### src/rtl/opb_io_pkg.sv
`default_nettype none

package opb_io_pkg;

    parameter int OPB_DATA_W   = 32;
    parameter int OPB_ADDR_W   = 24;
    parameter int RES_W        = 20;
    parameter int ADSEL_W      = 7;
    parameter int NUM_SWITCHES = 12;

    typedef logic [OPB_DATA_W-1:0] opb_data_t;
    typedef logic [OPB_ADDR_W-1:0] opb_addr_t;

    typedef enum logic [3:0] {
        SEL_SP1,
        SEL_SP2,
        SEL_DOUT,
        SEL_LPMUX,
        SEL_ADSEL,
        SEL_RES_OUT,
        SEL_DIN,
        SEL_PSW,
        SEL_NONE
    } reg_sel_e;

    //////////////////////////////
    // Register map, byte offsets
    parameter opb_addr_t ADDR_SP1     = 24'h000;
    parameter opb_addr_t ADDR_SP2     = 24'h004;
    parameter opb_addr_t ADDR_DOUT    = 24'h008;
    parameter opb_addr_t ADDR_LPMUX   = 24'h00C;
    parameter opb_addr_t ADDR_ADSEL   = 24'h010;
    parameter opb_addr_t ADDR_RES_OUT = 24'h014;
    parameter opb_addr_t ADDR_DIN     = 24'h018;
    parameter opb_addr_t ADDR_PSW     = 24'h01C;

    //////////////////////////////
    // Digital output word
    typedef struct packed {
        logic       pwr_rot;
        logic       pwr_jaw;
        logic [9:0] spare;
        // Loop enables 0..2 on the CPLD side
        logic       cntl_fpga0;
        logic       cntl_fpga1;
        logic       cntl_fpga2;
        logic       kvbenlp_cntl;
        logic       spenlp_cntl;
        logic       sp485_1_dir;
        logic       sp485_2_dir;
        logic       collision_pwr_en;
        logic       pend_pwr_en;
        logic       acc_ledgrn;
        logic       acc_ledred;
        logic       acc_led_pwr_en;
        logic       acc_rst_lmp_cntl;
        logic       pd_drv_en_fpga_r;
        logic       pd_drv_en_jaw;
        logic       en_12vb;
    } dout_t;

    // Digital input word, bit 31 first
    typedef struct packed {
        logic       p24v_pgoodb;
        logic       p28v_pgood_rotb;
        logic       p28v_pgood_jawb;
        logic       rsvd_28;
        logic [2:0] hw_rev;
        logic       cntl_fpga3;
        logic       cntl_fpga4;
        logic       cntl_fpga5;
        logic       kvbenlp_state;
        logic       spenlp_state;
        logic       coll_detect;
        logic       coll_detectb;
        logic       pend_active;
        logic       pend_mot_en_cpldb;
        logic [7:0] cpld_version;
        logic       rsvd_7;
        logic       pd_uvflt;
        logic       p_ovlb;
        logic       pd_shunt_sense;
        logic       pend_pwr_okb;
        logic       acc_hw_statusb;
        logic       acc_hw_resetb;
        logic       acc_tg_coll;
    } din_t;

    typedef struct packed {
        logic       en;
        logic [2:0] sel;
    } lpmux_t;

    parameter opb_data_t SP1_RESET  = 32'hF5F5_F5F5;
    parameter opb_data_t SP2_RESET  = 32'hACAC_ACAC;
    parameter dout_t     DOUT_RESET = 28'h003_0001;

endpackage

`default_nettype wire

### src/rtl/opb_reg_if.sv
`timescale 1ns/1ps
`default_nettype none

interface opb_reg_if;
    import opb_io_pkg::*;

    reg_sel_e  sel;
    opb_data_t wdata;
    logic      we;
    logic      re;

    modport decoder (
        output sel,
        output wdata,
        output we,
        output re
    );

    modport unit (
        input sel,
        input wdata,
        input we,
        input re
    );

    // Read path only needs the select
    modport reader (
        input sel
    );

endinterface

`default_nettype wire

### src/rtl/input_sampler.sv
`timescale 1ns/1ps
`default_nettype none

module input_sampler #(
    parameter int num_switches = opb_io_pkg::NUM_SWITCHES
) (
    input wire logic                    SYSCLK_IN,
    input wire logic                    opb_rst,
    input wire opb_io_pkg::din_t        din_pins,
    input wire logic [num_switches-1:0] sw_pins,
    opb_reg_if.unit                     bus,
    output opb_io_pkg::opb_data_t       rdata
);
    import opb_io_pkg::*;

    // Bits 7 and 28 carry no pin
    localparam opb_data_t RSVD_MASK = 32'h1000_0080;

    din_t                    din_q;
    logic [num_switches-1:0] sw_q;

    // Free running sample without a write path
    always_ff @(posedge SYSCLK_IN or posedge opb_rst) begin
        if (opb_rst) begin
            din_q <= '0;
            sw_q  <= '0;
        end else begin
            din_q <= din_t'(din_pins & ~RSVD_MASK);
            sw_q  <= sw_pins;
        end
    end

    always_comb begin
        rdata = '0;
        if (bus.re) begin
            case (bus.sel)
                SEL_DIN: rdata = din_q;
                SEL_PSW: rdata = OPB_DATA_W'(sw_q);
                default: rdata = '0;
            endcase
        end
    end

    // Undriven pins would reach the bus as X
    assert property (@(posedge SYSCLK_IN) disable iff (opb_rst)
        !$isunknown({din_pins, sw_pins}))
        else $error("DIN or switch pins unknown");

endmodule

`default_nettype wire

### src/rtl/opb_addr_decode.sv
`timescale 1ns/1ps
`default_nettype none

module opb_addr_decode (
    input wire opb_io_pkg::opb_addr_t opb_addr,
    input wire opb_io_pkg::opb_data_t opb_di,
    input wire logic                  opb_re,
    input wire logic                  opb_we,
    opb_reg_if.decoder                bus
);
    import opb_io_pkg::*;

    reg_sel_e sel;

    // Word aligned, byte lanes ignored
    always_comb begin
        sel = SEL_NONE;
        case ({opb_addr[OPB_ADDR_W-1:2], 2'b00})
            ADDR_SP1:     sel = SEL_SP1;
            ADDR_SP2:     sel = SEL_SP2;
            ADDR_DOUT:    sel = SEL_DOUT;
            ADDR_LPMUX:   sel = SEL_LPMUX;
            ADDR_ADSEL:   sel = SEL_ADSEL;
            ADDR_RES_OUT: sel = SEL_RES_OUT;
            ADDR_DIN:     sel = SEL_DIN;
            ADDR_PSW:     sel = SEL_PSW;
            default:      sel = SEL_NONE;
        endcase

        // Bus master never reads and writes in the same cycle
        assert final ($isunknown({opb_re, opb_we}) || !(opb_re && opb_we))
            else $error("opb_re and opb_we high together");
    end

    assign bus.sel   = sel;
    assign bus.wdata = opb_di;
    assign bus.we    = opb_we;
    assign bus.re    = opb_re;

endmodule

`default_nettype wire

### src/rtl/opb_io_top.sv
`timescale 1ns/1ps
`default_nettype none

module opb_io_top #(
    parameter int num_switches = opb_io_pkg::NUM_SWITCHES
) (
    input wire logic                            SYSCLK_IN,
    input wire logic                            opb_rst,

    input wire opb_io_pkg::opb_addr_t           opb_addr,
    input wire opb_io_pkg::opb_data_t           opb_di,
    input wire logic                            opb_re,
    input wire logic                            opb_we,
    output opb_io_pkg::opb_data_t               opb_do,

    input wire logic                            res_clk,

    input wire logic [num_switches-1:0]         p_swb,
    input wire logic [2:0]                      hw_rev,
    input wire logic [7:0]                      cpld_version,

    // Status pins
    input wire logic                            acc_tg_coll,
    input wire logic                            acc_hw_resetb,
    input wire logic                            acc_hw_statusb,
    input wire logic                            p_ovlb,
    input wire logic                            pd_uvflt,
    input wire logic                            pend_mot_en_cpldb,
    input wire logic                            pend_active,
    input wire logic                            pend_pwr_okb,
    input wire logic                            coll_detectb,
    input wire logic                            coll_detect,
    input wire logic                            spenlp_state,
    input wire logic                            kvbenlp_state,
    input wire logic                            cntl_fpga5,
    input wire logic                            cntl_fpga4,
    input wire logic                            cntl_fpga3,
    input wire logic                            p28v_pgood_jawb,
    input wire logic                            p28v_pgood_rotb,
    input wire logic                            p24v_pgoodb,
    input wire logic                            pd_shunt_sense,

    // Control pins
    output logic                                pd_en_pwr_rot,
    output logic                                pd_en_pwr_jaw,
    output logic                                cntl_fpga0,
    output logic                                cntl_fpga1,
    output logic                                cntl_fpga2,
    output logic                                kvbenlp_cntl,
    output logic                                spenlp_cntl,
    output logic                                sp485_1_dir,
    output logic                                sp485_2_dir,
    output logic                                collision_pwr_en,
    output logic                                pend_pwr_en,
    output logic                                acc_ledgrn,
    output logic                                acc_ledred,
    output logic                                acc_led_pwr_en,
    output logic                                acc_rst_lmp_cntl,
    output logic                                pd_drv_en_fpga_r,
    output logic                                pd_drv_en_jaw,
    output logic                                en_12vb,

    output logic                                lp_mux_en,
    output logic [2:0]                          lp_mux_s,
    output logic [opb_io_pkg::ADSEL_W-1:0]      ad_sel,
    output logic [opb_io_pkg::RES_W-1:0]        res_pwm
);
    import opb_io_pkg::*;

    din_t      din_pins;
    dout_t     dout;
    lpmux_t    lp_mux;
    opb_data_t out_rdata;
    opb_data_t in_rdata;

    opb_reg_if bus ();

    //////////////////////////////
    // Pin packing
    assign din_pins = '{
        p24v_pgoodb:       p24v_pgoodb,
        p28v_pgood_rotb:   p28v_pgood_rotb,
        p28v_pgood_jawb:   p28v_pgood_jawb,
        rsvd_28:           1'b0,
        hw_rev:            hw_rev,
        cntl_fpga3:        cntl_fpga3,
        cntl_fpga4:        cntl_fpga4,
        cntl_fpga5:        cntl_fpga5,
        kvbenlp_state:     kvbenlp_state,
        spenlp_state:      spenlp_state,
        coll_detect:       coll_detect,
        coll_detectb:      coll_detectb,
        pend_active:       pend_active,
        pend_mot_en_cpldb: pend_mot_en_cpldb,
        cpld_version:      cpld_version,
        rsvd_7:            1'b0,
        pd_uvflt:          pd_uvflt,
        p_ovlb:            p_ovlb,
        pd_shunt_sense:    pd_shunt_sense,
        pend_pwr_okb:      pend_pwr_okb,
        acc_hw_statusb:    acc_hw_statusb,
        acc_hw_resetb:     acc_hw_resetb,
        acc_tg_coll:       acc_tg_coll
    };

    // Spare DOUT bits have no pin
    assign pd_en_pwr_rot    = dout.pwr_rot;
    assign pd_en_pwr_jaw    = dout.pwr_jaw;
    assign cntl_fpga0       = dout.cntl_fpga0;
    assign cntl_fpga1       = dout.cntl_fpga1;
    assign cntl_fpga2       = dout.cntl_fpga2;
    assign kvbenlp_cntl     = dout.kvbenlp_cntl;
    assign spenlp_cntl      = dout.spenlp_cntl;
    assign sp485_1_dir      = dout.sp485_1_dir;
    assign sp485_2_dir      = dout.sp485_2_dir;
    assign collision_pwr_en = dout.collision_pwr_en;
    assign pend_pwr_en      = dout.pend_pwr_en;
    assign acc_ledgrn       = dout.acc_ledgrn;
    assign acc_ledred       = dout.acc_ledred;
    assign acc_led_pwr_en   = dout.acc_led_pwr_en;
    assign acc_rst_lmp_cntl = dout.acc_rst_lmp_cntl;
    assign pd_drv_en_fpga_r = dout.pd_drv_en_fpga_r;
    assign pd_drv_en_jaw    = dout.pd_drv_en_jaw;
    assign en_12vb          = dout.en_12vb;

    assign lp_mux_en = lp_mux.en;
    assign lp_mux_s  = lp_mux.sel;

    //////////////////////////////
    // Units
    opb_addr_decode u_decode (
        .opb_addr (opb_addr),
        .opb_di   (opb_di),
        .opb_re   (opb_re),
        .opb_we   (opb_we),
        .bus      (bus.decoder)
    );

    output_reg_bank u_out_bank (
        .SYSCLK_IN (SYSCLK_IN),
        .opb_rst   (opb_rst),
        .res_clk   (res_clk),
        .bus       (bus.unit),
        .dout      (dout),
        .lp_mux    (lp_mux),
        .ad_sel    (ad_sel),
        .res_pwm   (res_pwm),
        .rdata     (out_rdata)
    );

    input_sampler #(
        .num_switches (num_switches)
    ) u_in_sampler (
        .SYSCLK_IN (SYSCLK_IN),
        .opb_rst   (opb_rst),
        .din_pins  (din_pins),
        .sw_pins   (p_swb),
        .bus       (bus.unit),
        .rdata     (in_rdata)
    );

    read_data_mux u_rd_mux (
        .bus       (bus.reader),
        .opb_re    (opb_re),
        .out_rdata (out_rdata),
        .in_rdata  (in_rdata),
        .opb_do    (opb_do)
    );

endmodule

`default_nettype wire

### src/rtl/output_reg_bank.sv
`timescale 1ns/1ps
`default_nettype none

module output_reg_bank (
    input wire logic                        SYSCLK_IN,
    input wire logic                        opb_rst,
    input wire logic                        res_clk,
    opb_reg_if.unit                         bus,
    output opb_io_pkg::dout_t               dout,
    output opb_io_pkg::lpmux_t              lp_mux,
    output logic [opb_io_pkg::ADSEL_W-1:0]  ad_sel,
    output logic [opb_io_pkg::RES_W-1:0]    res_pwm,
    output opb_io_pkg::opb_data_t           rdata
);
    import opb_io_pkg::*;

    opb_data_t          sp1_q;
    opb_data_t          sp2_q;
    dout_t              dout_q;
    lpmux_t             lpmux_q;
    logic [ADSEL_W-1:0] adsel_q;
    logic [RES_W-1:0]   res_q;

    //////////////////////////////
    // Write side
    always_ff @(posedge SYSCLK_IN or posedge opb_rst) begin
        if (opb_rst) begin
            sp1_q   <= SP1_RESET;
            sp2_q   <= SP2_RESET;
            dout_q  <= DOUT_RESET;
            lpmux_q <= '0;
            adsel_q <= '0;
            res_q   <= '0;
        end else if (bus.we) begin
            case (bus.sel)
                SEL_SP1:     sp1_q   <= bus.wdata;
                SEL_SP2:     sp2_q   <= bus.wdata;
                SEL_DOUT:    dout_q  <= dout_t'(bus.wdata[$bits(dout_t)-1:0]);
                SEL_LPMUX:   lpmux_q <= lpmux_t'(bus.wdata[$bits(lpmux_t)-1:0]);
                SEL_ADSEL:   adsel_q <= bus.wdata[ADSEL_W-1:0];
                SEL_RES_OUT: res_q   <= bus.wdata[RES_W-1:0];
                // Input registers are read only
                default: ;
            endcase
        end
    end

    assign dout   = dout_q;
    assign lp_mux = lpmux_q;
    assign ad_sel = adsel_q;

    //////////////////////////////
    // Resolver PWM
    // Odd channels drive the inverted leg
    for (genvar i = 0; i < RES_W; i++) begin : g_res
        if (i % 2 == 0) begin : g_even
            assign res_pwm[i] = res_q[i] & res_clk;
        end else begin : g_odd
            assign res_pwm[i] = ~(res_q[i] & res_clk);
        end
    end

    //////////////////////////////
    // Read side
    always_comb begin
        rdata = '0;
        if (bus.re) begin
            case (bus.sel)
                SEL_SP1:     rdata = sp1_q;
                SEL_SP2:     rdata = sp2_q;
                SEL_DOUT:    rdata = OPB_DATA_W'(dout_q);
                SEL_LPMUX:   rdata = OPB_DATA_W'(lpmux_q);
                SEL_ADSEL:   rdata = OPB_DATA_W'(adsel_q);
                SEL_RES_OUT: rdata = OPB_DATA_W'(res_q);
                default:     rdata = '0;
            endcase
        end
    end

    // A write must carry known data
    assert property (@(posedge SYSCLK_IN) disable iff (opb_rst)
        bus.we |-> !$isunknown(bus.wdata))
        else $error("write data unknown");

endmodule

`default_nettype wire

### src/rtl/read_data_mux.sv
`timescale 1ns/1ps
`default_nettype none

module read_data_mux (
    opb_reg_if.reader                 bus,
    input wire logic                  opb_re,
    input wire opb_io_pkg::opb_data_t out_rdata,
    input wire opb_io_pkg::opb_data_t in_rdata,
    output opb_io_pkg::opb_data_t     opb_do
);
    import opb_io_pkg::*;

    // Idle bus reads back zero
    always_comb begin
        opb_do = '0;
        if (opb_re) begin
            case (bus.sel)
                SEL_DIN,
                SEL_PSW: opb_do = in_rdata;
                // Unmapped selects already return zero from the bank
                default: opb_do = out_rdata;
            endcase
        end
    end

endmodule

`default_nettype wire
### config.mk
export PLATFORM = sky130hd
export DESIGN_NAME = opb_io_top
export DESIGN_NICKNAME = d
export VERILOG_FILES = /design/src/rtl/opb_io_pkg.sv /design/src/rtl/opb_reg_if.sv /design/src/rtl/input_sampler.sv /design/src/rtl/opb_addr_decode.sv /design/src/rtl/opb_io_top.sv /design/src/rtl/output_reg_bank.sv /design/src/rtl/read_data_mux.sv
export SDC_FILE = /design/constraint.sdc
export NUM_CORES = 1
export LEC_CHECK = 0
export BUFFER_PORTS_ARGS = -buffer_cell sky130_fd_sc_hd__buf_2
export CORE_MARGIN = 2
export CORE_UTILIZATION = 25
export CTS_CLUSTER_SIZE = 8
export DETAILED_ROUTE_END_ITERATION = 6
export GPL_TIMING_DRIVEN = 0
export SYNTH_ARGS = -nofsm -noshare
export SYNTH_HDL_FRONTEND = slang
export SYNTH_SLANG_ARGS = --single-unit
### constraint.sdc
create_clock -name SYSCLK_IN -period 18.7 [get_ports SYSCLK_IN]
set_clock_uncertainty 0.05 [all_clocks]
set_input_delay 5.61 -clock SYSCLK_IN [delete_from_list [all_inputs] [get_ports SYSCLK_IN]]
set_output_delay 5.61 -clock SYSCLK_IN [all_outputs]
set_load 0.01 [all_outputs]
# After elaboration in Yosys (flattened, before gate mapping)
# Memories as Yosys holds them, arrays and structs flattened.
# Index checks and enable logic that the tools add are counted.
[totals]
register_bits = 165
rom_bits = 128
input_bits = 103
output_inout_bits = 81
word_cells = 99
memories = 1
[mem_list]
columns = ["name", "depth", "word_bits", "rd", "rd_clocked_by_memory_dff", "wr", "line_no", "rtl"]
rows = [
  ["(name not given)", 32, 4, 1, 0, 0, "opb_addr_decode.sv:18", "case ({opb_addr[OPB_ADDR_W-1:2], 2'b00})"],
]
[op_classes]
n_eq_ne = 7
mux = 5
bitwise_logic = 30
reduce_logical = 9
[op_table]
columns = ["operator", "count"]
rows = [
  ["32-bit one-hot mux with 6 select lines", 1],
  ["32-bit two-way mux", 2],
  ["32-bit one-hot mux with 2 select lines", 1],
  ["1-bit bitwise AND", 20],
  ["19-bit logical NOT", 1],
  ["4-bit by 3-bit == test with 1-bit output (second input constant)", 4],
  ["2-bit AND reduction", 6],
  ["1-bit inverter", 10],
  ["4-bit by 2-bit == test with 1-bit output (second input constant)", 2],
  ["4-bit by 1-bit == test with 1-bit output (second input constant)", 1],
  ["4-bit logical NOT", 1],
  ["4-bit two-way mux", 1],
  ["2-bit OR reduction", 1],
]

# Logic depth before layout (Yosys ltp)
# Gate-level depths: netlist of run 1.
[depth]
depth_word = 6
ltp_mapped = 7

# Cells and area by module
# From an unflattened synthesis of run 1, not the netlist that was laid out.
[unflattened]
hier_cells = 711
area_unflattened_um2 = 8540.7
[by_module_without_submodules]
columns = ["mod", "n_inst", "cells_per_inst", "area_each_um2"]
rows = [
  ["output_reg_bank", 1, 458, 5974.5],
  ["input_sampler", 1, 96, 1540.2],
  ["read_data_mux", 1, 108, 675.6],
  ["opb_addr_decode", 1, 48, 346.6],
  ["opb_io_top", 1, 1, 3.8],
]

# Least setup slack after synthesis of run 1
# Ideal clock, no wire load.
[synth_timing]
kind = "input to output"
from = "in opb_addr[8]"
to = "out opb_do[9]"
arrival_ps = 7640
required_time_ps = 13040
path_slack_ps = 5400
cell_stages = 5
n_path_buf = 1
cell_sequence = "or4_4 > or4_4 > buf_6 > or4_1 > a221oi_1"
[synth_between]
elab_chain_len = 6
elab_cells_between_ends = 15
[synth_rtl]
columns = ["item", "line_no", "rtl"]
rows = [
  ["from (decl)", "opb_io_top.sv:10", "input wire opb_io_pkg::opb_addr_t opb_addr,"],
  ["19-bit logical NOT *", "opb_addr_decode.sv:18", ""],
  ["4-bit two-way mux *", "opb_addr_decode.sv:18", ""],
  ["4-bit by 3-bit == test with 1-bit output (tied with other cells)", "output_reg_bank.sv:68", "case (bus.sel)"],
  ["32-bit one-hot mux with 6 select lines (tied with other cells)", "output_reg_bank.sv:68", ""],
  ["32-bit two-way mux *", "read_data_mux.sv:17", "case (bus.sel)"],
  ["32-bit two-way mux *", "read_data_mux.sv:16", "if (opb_re) begin"],
  ["to (decl)", "opb_io_top.sv:14", "output opb_io_pkg::opb_data_t opb_do,"],
]
# Every way passes the cells marked *; elsewhere a longest branch is shown, timed or not.

# Worst setup path after layout of run 1
[layout_timing]
from = "in opb_addr[4]"
to = "out opb_do[17]"
[layout_between]
elab_chain_len = 6
elab_cells_between_ends = 15
[layout_rtl]
columns = ["item", "line_no"]
rows = [
  ["memory 32 x 4 bit *", "n/a"],
  ["4-bit two-way mux *", "opb_addr_decode.sv:18"],
  ["4-bit by 3-bit == test with 1-bit output (tied with other cells)", "output_reg_bank.sv:68"],
  ["32-bit one-hot mux with 6 select lines (tied with other cells)", "output_reg_bank.sv:68"],
  ["32-bit two-way mux *", "read_data_mux.sv:17"],
  ["32-bit two-way mux *", "read_data_mux.sv:16"],
]
# Marked as above.

==> reports/results.tsv, run 1 <==
metric	value	unit
worst reg-to-reg setup slack	17850	ps
number of nets in the layout	847	
post-synthesis cell count	546	
CTS tree	done	
Chip Height	178	um
Unique masters post-synth	43	
Port Buffers	178	
Hold WS	453	ps
VDD IR max	56.0	uV
DRT Pass-1 Iters	4	
Synth Area in Simple Gates	0.0787	
drt total wl	24.0	mm
final hold viol count	0	
Post-CTS Hold Buffers	0	
Hold Path Class	flop to flop	
#FFs+latches synth	165	
overall via count from detail_route	5282	
remaining routing DRC violations	0	
RSZ-0062 raised after global routing	false	
P&R area growth vs syn	26.4	%
wire per inst	20.9	um
root buf cell	clkbuf_16	
mux contribution to synthesized area	0.274	
CP Launch Point	opb_addr[4]	
syn_nets	649	
fin cells	1148	
largest family of logic cells by synthesized area	multiplexers	
Cell Area, Synth	7570	um^2
P_leak	4.48	nW
adder-cell share of the synthesized area	0	
first-pass GRT wire length	35.1	mm
Finished Cell Area	9570	um^2
layout cells sized above 1	0.542	
PD cells	80.1	nW/um^2
sequential area share after synthesis	0.552	
CP startpoint kind	input pin	
clk_lat worst skew	440	ps
status	finished clean	
Placer Congestion	0.747	
gr usage total	0.154	
Initial Util	0.255	
Inst Count DP	1115	
Synth Area per Inst	13.9	um^2
reg2reg path depth	1	
most frequent cells in the layout	buf_2 (180), dfrtp_1 (122), mux2_2 (101)	
required time worst endpoint	13040	ps
die width	178	um
worst-margin pin slew	997	ps
placed cell area	8990	um^2
min Tclk post-route	14120	ps
HPWL after detailed placement	16.9	mm
Worst setup EP type	output pin	
H-tree Lvls	4	
vias in the first global route	5529	
clk sinks	165	
crit path to	opb_do[17]	
Synth Area in XOR/XNOR	0	
R2R Path End	u_out_bank.dout[14]	
max cap viols	0	
f_max	70.8	MHz
synth warn	0	
Site Rows	63	
Die ar.	31700	um^2
WS Path Type	input pin to output pin	
CTS buffer count	17	
Reg2Reg Launch Point	u_out_bank.dout[14]	
# setup viols final	0	
Slew HR	0.336	
hold path start	u_out_bank.sp1_q[11]	
Vias/cell	4.60	
total gr overflow	0	
Ports	184	
1st-iter DRT viols	321	
initial antenna violation count	1	
Core ar.	29700	um^2
Slew Viols, Final	0	
leading cell type in the layout, fill and taps excluded	buf_2	
Clk pin slew, worst setup/hold paths	70	ps
post-layout util	0.322	
clk buf depth	2	
setup_tns	0	ps
CP max FO	10	
Tcrit/Tclk final	0.755	
setup bufs post-CTS	0	
largest net degree at the start of global routing	91	
post-CTS resize count	0	
post-synthesis compound-gate area fraction	0.0682	
critical path arrival	8460	ps
ANT nets after route	0	
[worst max-delay path: stages]
cell and delay (ps):
clkbuf_1 330, buf_1 510, buf_2 400, buf_1 670
buf_2 380, a211oi_1 70, a211oi_1 260, buf_2 210
[logic make-up after synthesis]
| kind of cell | Yosys count |
|---|---|
| multiplexers | 168 |
| flip-flops | 165 |
| AND/OR/NAND/NOR | 101 |
| AO/OA/AOI/OAI | 68 |
| buffers and inverters | 44 |
[area by class of cell]
type	instances	area, um^2
Multi-Input combinational cell	337	3180
Fill cell	2991	20100
Clock buffer	19	443
Buffer	40	190
Inverter	4	22.5
Antenna cell	1	2.50
Sequential cell	165	4180
Clock inverter	13	139
Tap cell	390	488
Timing Repair Buffer	179	918
[cell usage after synthesis]
library cell / instances / area, um^2
o22a_1: 5 / 43.8
dfrtp_1: 122 / 3050
o21a_1: 2 / 15.0
o32a_1: 1 / 10.0
a22o_1: 3 / 26.3
buf_2: 2 / 10.0
or4_1: 4 / 30.0
nor4_1: 5 / 31.3
o21bai_1: 1 / 7.51
clkbuf_1: 27 / 101
mux2_4: 30 / 450
mux4_2: 9 / 203
nand2_1: 16 / 60.1
a221oi_1: 1 / 8.76
nor3b_1: 4 / 30.0
o21ai_0: 9 / 45.0
a21oi_1: 6 / 30.0
a41oi_1: 4 / 35.0
buf_6: 4 / 45.0
o221a_2: 2 / 22.5
buf_1: 5 / 18.8
a22oi_1: 11 / 82.6
nand2b_1: 3 / 18.8
dfstp_2: 43 / 1130
mux2_1: 1 / 11.3
and3_1: 2 / 12.5
mux2i_1: 27 / 270
and2_1: 11 / 68.8
o221ai_1: 1 / 8.76
buf_4: 2 / 15.0
mux2_2: 101 / 1140
nand3b_1: 3 / 22.5
nor2_1: 22 / 82.6
a211oi_1: 9 / 67.6
nor4_4: 3 / 63.8
or4_4: 2 / 22.5
nor2b_1: 11 / 68.8
nor3_1: 3 / 15.0
or3_1: 1 / 6.26
nand4_2: 1 / 12.5
inv_1: 4 / 15.0
a2bb2oi_1: 13 / 114
nand3_1: 10 / 50.1
[metal layers]
| metal | global-route usage | vias up | wire length [um] |
|---|---|---|---|
| li1 | - | 2401 | - |
| met1 | 0.205 | 2698 | 10600 |
| met2 | 0.248 | 158 | 11400 |
| met3 | 0.0354 | 23 | 1540 |
| met4 | 0.0516 | 2 | 429 |
| met5 | 0 | - | 15 |
[through the flow]
step / power (W) / setup slack, ps
2_1_floorplan: 0.000391 / 5400
3_3_place_gp: 0.000417 / 4510
3_5_place_dp: 0.000418 / 4490
4_1_cts: 0.000777 / 4500
5_1_grt: 0.000798 / 4350
6_report: 0.000766 / 4580
[power breakdown]
group	internal (W)	switching, W	total [W]
combinational	0.0000165	0.0000308	0.0000473
clock	0.000192	0.000164	0.000356
sequential	0.000362	0.00000133	0.000363
total	0.000570	0.000196	0.000766
[state kept, by name, summed over array words and instances, names as in the netlist]
name	flops
u_out_bank.dout	28
u_out_bank.ad_sel	7
u_out_bank.lp_mux	4
u_in_sampler.din_q	30
u_out_bank.sp1_q	32
u_in_sampler.sw_q	12
u_out_bank.sp2_q	32
u_out_bank.res_q	20
[worst min-delay path by stage]
| stage | end | slack [ps] | depth (start not counted) |
|---|---|---|---|
| floorplan | u_out_bank.sp1_q[11] | 420 | 1 |
| global placement | u_out_bank.sp1_q[11] | 430 | 1 |
| detailed placement | u_out_bank.sp1_q[11] | 440 | 1 |
| CTS | u_out_bank.sp1_q[11] | 450 | 1 |
| global route | u_out_bank.sp1_q[11] | 470 | 1 |
| finish | u_out_bank.sp1_q[11] | 450 | 1 |
Note: power is estimated with default switching activity, not from simulation.
==> run 2: changes to the inputs <==
--- a/config.mk
+++ b/config.mk
@@ -5,6 +5,7 @@
 export SDC_FILE = /design/constraint.sdc
 export NUM_CORES = 1
 export LEC_CHECK = 0
+export ABC_AREA = 1
 export BUFFER_PORTS_ARGS = -buffer_cell sky130_fd_sc_hd__buf_2
 export CORE_MARGIN = 2
 export CORE_UTILIZATION = 25
==> constraint.sdc (replaced) <==
create_clock -name SYSCLK_IN -period 13.63 [get_ports SYSCLK_IN]
set_clock_uncertainty 0.05 [all_clocks]
set_input_delay 4.089 -clock SYSCLK_IN [delete_from_list [all_inputs] [get_ports SYSCLK_IN]]
set_output_delay 4.089 -clock SYSCLK_IN [all_outputs]
set_load 0.01 [all_outputs]
==> run 2 against run 1 <==
Effect of this change:
- power rose by 35%
- first-iteration DRC count is 88% higher
- synthesized cell count increased by 65%
- sequential share of layout area is the same
- register-to-register slack got worse by 5100 ps
- area after synthesis barely moved
- via count increased by 33%
==> reports/results.tsv, run 2 <==
metric	value	unit	change
Tcrit/Tclk final	0.766		
initial antenna violation count	0		was 1
clk buf depth	2		unchanged
HPWL after detailed placement	19.9	mm	was 16.9 mm
switching power	0.000256	W	was 0.000196 W
most used cell, CP	nand2_1		was buf_2
critical path cell sequence	buf_2 > inv_1 > nand2_1 > nor2_1 > nand3_4 > nor2_2 > nand2_1 > nor3_2 > nand2_1 > nand2_1 > buf_2		was clkbuf_1 > buf_1 > buf_2 > buf_1 > buf_2 > a211oi_1 > a211oi_1 > buf_2
Placer Congestion	0.843		was 0.747
Post-synth ARST share	1.00		unchanged
Unique masters post-synth	26		was 43
f_max	95.8	MHz	
CP max-delay cell	nor3_2		was buf_1
first-pass GRT wire length	41.1	mm	was 35.1 mm
# fillers	3191		was 2991
Ports	184		unchanged
Internal	0.000776	W	was 0.000570 W
most frequent cells in the layout	nand2_1 (273), buf_2 (200), dfrtp_1 (122)		was buf_2 (180), dfrtp_1 (122), mux2_2 (101)
Initial Util	0.255		about the same
Slew Viols, Final	0		unchanged
pre-CTS WS	3160	ps	was 4490 ps
#FFs+latches synth	165		unchanged
CP max FO	9		was 10
vias in the first global route	6928		was 5529
EDFF count, synth	0		unchanged
Site Rows	63		unchanged
Die ar.	31700	um^2	about the same
P_leak	4.66	nW	was 4.48 nW
die width	178	um	about the same
setup_tns	0	ps	unchanged
mux contribution to synthesized area	0		was 0.274
Reg2Reg Launch Point	u_out_bank.sp1_q[14]		was u_out_bank.dout[14]
Clk pin slew, worst setup/hold paths	60	ps	was 70 ps
wire per inst	18.3	um	was 20.9 um
post-synthesis compound-gate area fraction	0.116		was 0.0682
most numerous cell in the Yosys netlist	nand2_1		was dfrtp_1
dominant cell type by area after synthesis	dfrtp_1		unchanged
Comb power frac	0.049		was 0.062
Cell Area, Synth	7580	um^2	was 7570 um^2
number of nets in the layout	1202		was 847
largest cells by area after synthesis	dfrtp_1 (40%), dfstp_2 (15%), nand2_1 (14%)		was dfrtp_1 (40%), mux2_2 (15%), dfstp_2 (15%)
Hold Path Class	flop to flop		unchanged
leading cell type in the layout, fill and taps excluded	nand2_1		was buf_2
switching share of power	0.248		was 0.256
biggest regs	u_out_bank.sp1_q x32, u_out_bank.sp2_q x32, u_in_sampler.din_q x30		unchanged
RSZ-0062 raised after global routing	false		unchanged
layout cells sized above 1	0.290		was 0.542
prevailing post-synth register cell	dfrtp_1		unchanged
drt total wl	27.5	mm	was 24.0 mm
sequential area share after synthesis	0.552		about the same
1st-iter DRT viols	605		was 321
setup bufs post-CTS	0		unchanged
DRT Pass-1 Iters	4		unchanged
CP startpoint kind	input pin		unchanged
Yosys top cell area share	0.403		about the same
Buf/Inv on CP	3		was 6
final hold viol count	0		unchanged
Vias/cell	4.68		was 4.60
placed cell area	8990	um^2	about the same
WS Path Type	input pin to output pin		unchanged
H-tree Lvls	4		unchanged
Finished Cell Area	9570	um^2	unchanged
min Tclk post-route	10440	ps	
hold path start	u_out_bank.sp2_q[19]		was u_out_bank.sp1_q[11]
adder-cell share of the synthesized area	0		unchanged
CTS buffer count	17		unchanged
total gr overflow	0		unchanged
Worst Hold Path Cells	2		was 1
synth warn	0		unchanged
Crit. path cell count	11		was 8
ant diodes	0		was 1
Slew HR	0.250		was 0.336
post-CTS resize count	0		unchanged
Synth Area in Simple Gates	0.259		was 0.0787
crit-path leading delay family	simple AND/OR/NAND/NOR gates		was buffers and inverters
reg2reg path depth	2		was 1
PD cells	108	nW/um^2	was 80.1 nW/um^2
syn_nets	1004		was 649
ANT nets after route	0		unchanged
Core ar.	29700	um^2	unchanged
largest net degree at the start of global routing	94		was 91
Synth Area in XOR/XNOR	0		unchanged
largest family of logic cells by synthesized area	simple AND/OR/NAND/NOR gates		was multiplexers
post-synthesis cell count	901		was 546
VDD IR max	84.0	uV	was 56.0 uV
root buf cell	clkbuf_16		unchanged
Chip Height	178	um	about the same
final worst setup slack	3190	ps	was 4580 ps
clk_lat worst skew	430	ps	was 440 ps
part of the power in the clock network	0.468		was 0.464
clk sinks	165		unchanged
remaining routing DRC violations	0		unchanged
max cap viols	0		unchanged
slowest stage delay, CP	870	ps	was 670 ps
gr usage total	0.175		was 0.154
worst hold endpoint	u_out_bank.sp2_q[19]		was u_out_bank.sp1_q[11]
worst reg-to-reg setup slack	12800	ps	was 17850 ps
Post-CTS Hold Buffers	0		unchanged
Synth Area per Inst	8.41	um^2	was 13.9 um^2
P&R area growth vs syn	26.3	%	was 26.4%
worst-margin pin slew	1120	ps	was 997 ps
status	finished clean		unchanged
critical path arrival	6300	ps	was 8460 ps
required time worst endpoint	9490	ps	was 13040 ps
R2R Path End	u_out_bank.sp1_q[14]		was u_out_bank.dout[14]
overall via count from detail_route	7033		was 5282
CTS tree	done		unchanged
commonest cells in the netlist	nand2_1 (273), dfrtp_1 (122), nand3_1 (98)		was dfrtp_1 (122), mux2_2 (101), dfstp_2 (43)
Seq pwr share	0.483		was 0.474
Worst setup EP type	output pin		unchanged
Port Buffers	178		unchanged
# setup viols final	0		unchanged
[run 2: cell types whose count changed in the layout (fill, tap and decap cells not counted), sizes merged, moves of 25 or more]
cell,delta
mux2i,-27
inv,+62
o21ai,+127
nand2,+259
nor2,+25
mux2,-132
nand3,+92
[run 2: how the worst max path moves through the flow]
stage                             to    startpoint  slack, ps
2_1_floorplan             opb_do[10]  opb_addr[10]       4110
3_3_place_gp   u_in_sampler.din_q[9]       opb_rst       2930
3_5_place_dp              opb_do[13]   opb_addr[7]       3160
4_1_cts                   opb_do[13]   opb_addr[7]       3160
5_1_grt                   opb_do[14]  opb_addr[10]       2910
6_report                  opb_do[13]   opb_addr[7]       3190
[run 2: cells by family after synthesis]
family          count (synthesis)
compound gates                159
buf+inv                       127
flops                         165
simple gates                  450
[run 2: worst register-to-register path, cell delays in order (launching register included)]
cell and delay, ps:
dfstp_2 540, nand2_1 60, o21ai_0 110
[run 2: routing by layer]
layer  vias up  global-route usage  routed length (um)
met3        36              0.0488                2180
met2       277               0.272               12500
met5         -                   0                   0
li1       3333                   -                   -
met4         0              0.0564                 693
met1      3387               0.235               12200
[run 2: cell type report]
cell class / instances / area [um^2] / area share
Inverter: 71 / 277 / 0.0289
Buffer: 56 / 287 / 0.0299
Timing Repair Buffer: 179 / 918 / 0.0960
Multi-Input combinational cell: 609 / 2840 / 0.297
Clock inverter: 12 / 120 / 0.0126
Sequential cell: 165 / 4180 / 0.437
Clock buffer: 20 / 457 / 0.0477
Tap cell: 390 / 488 / 0.0510
[run 2: power by group through the flow]
stage | logic [W] | clock network [W] | registers [W]
after floorplan | 0.0000221 | 0 | 0.000507
after CTS | 0.0000521 | 0.000489 | 0.000498
after detailed placement | 0.0000519 | 0 | 0.000507
after global placement | 0.0000503 | 0 | 0.000507
final | 0.0000510 | 0.000483 | 0.000498
after global routing | 0.0000566 | 0.000513 | 0.000499
[run 2: per-stage QoR]
step / total power (W) / std cells / utilization / hold WS, ps
after floorplan: 0.000529 / 901 / - / 403
after global placement: 0.000557 / 1469 / 0.301 / 410
after detailed placement: 0.000559 / 1470 / 0.303 / 414
after CTS: 0.00104 / 1502 / 0.322 / 424
after global routing: 0.00107 / 1502 / 0.322 / 439
final: 0.00103 / 1502 / 0.322 / 423
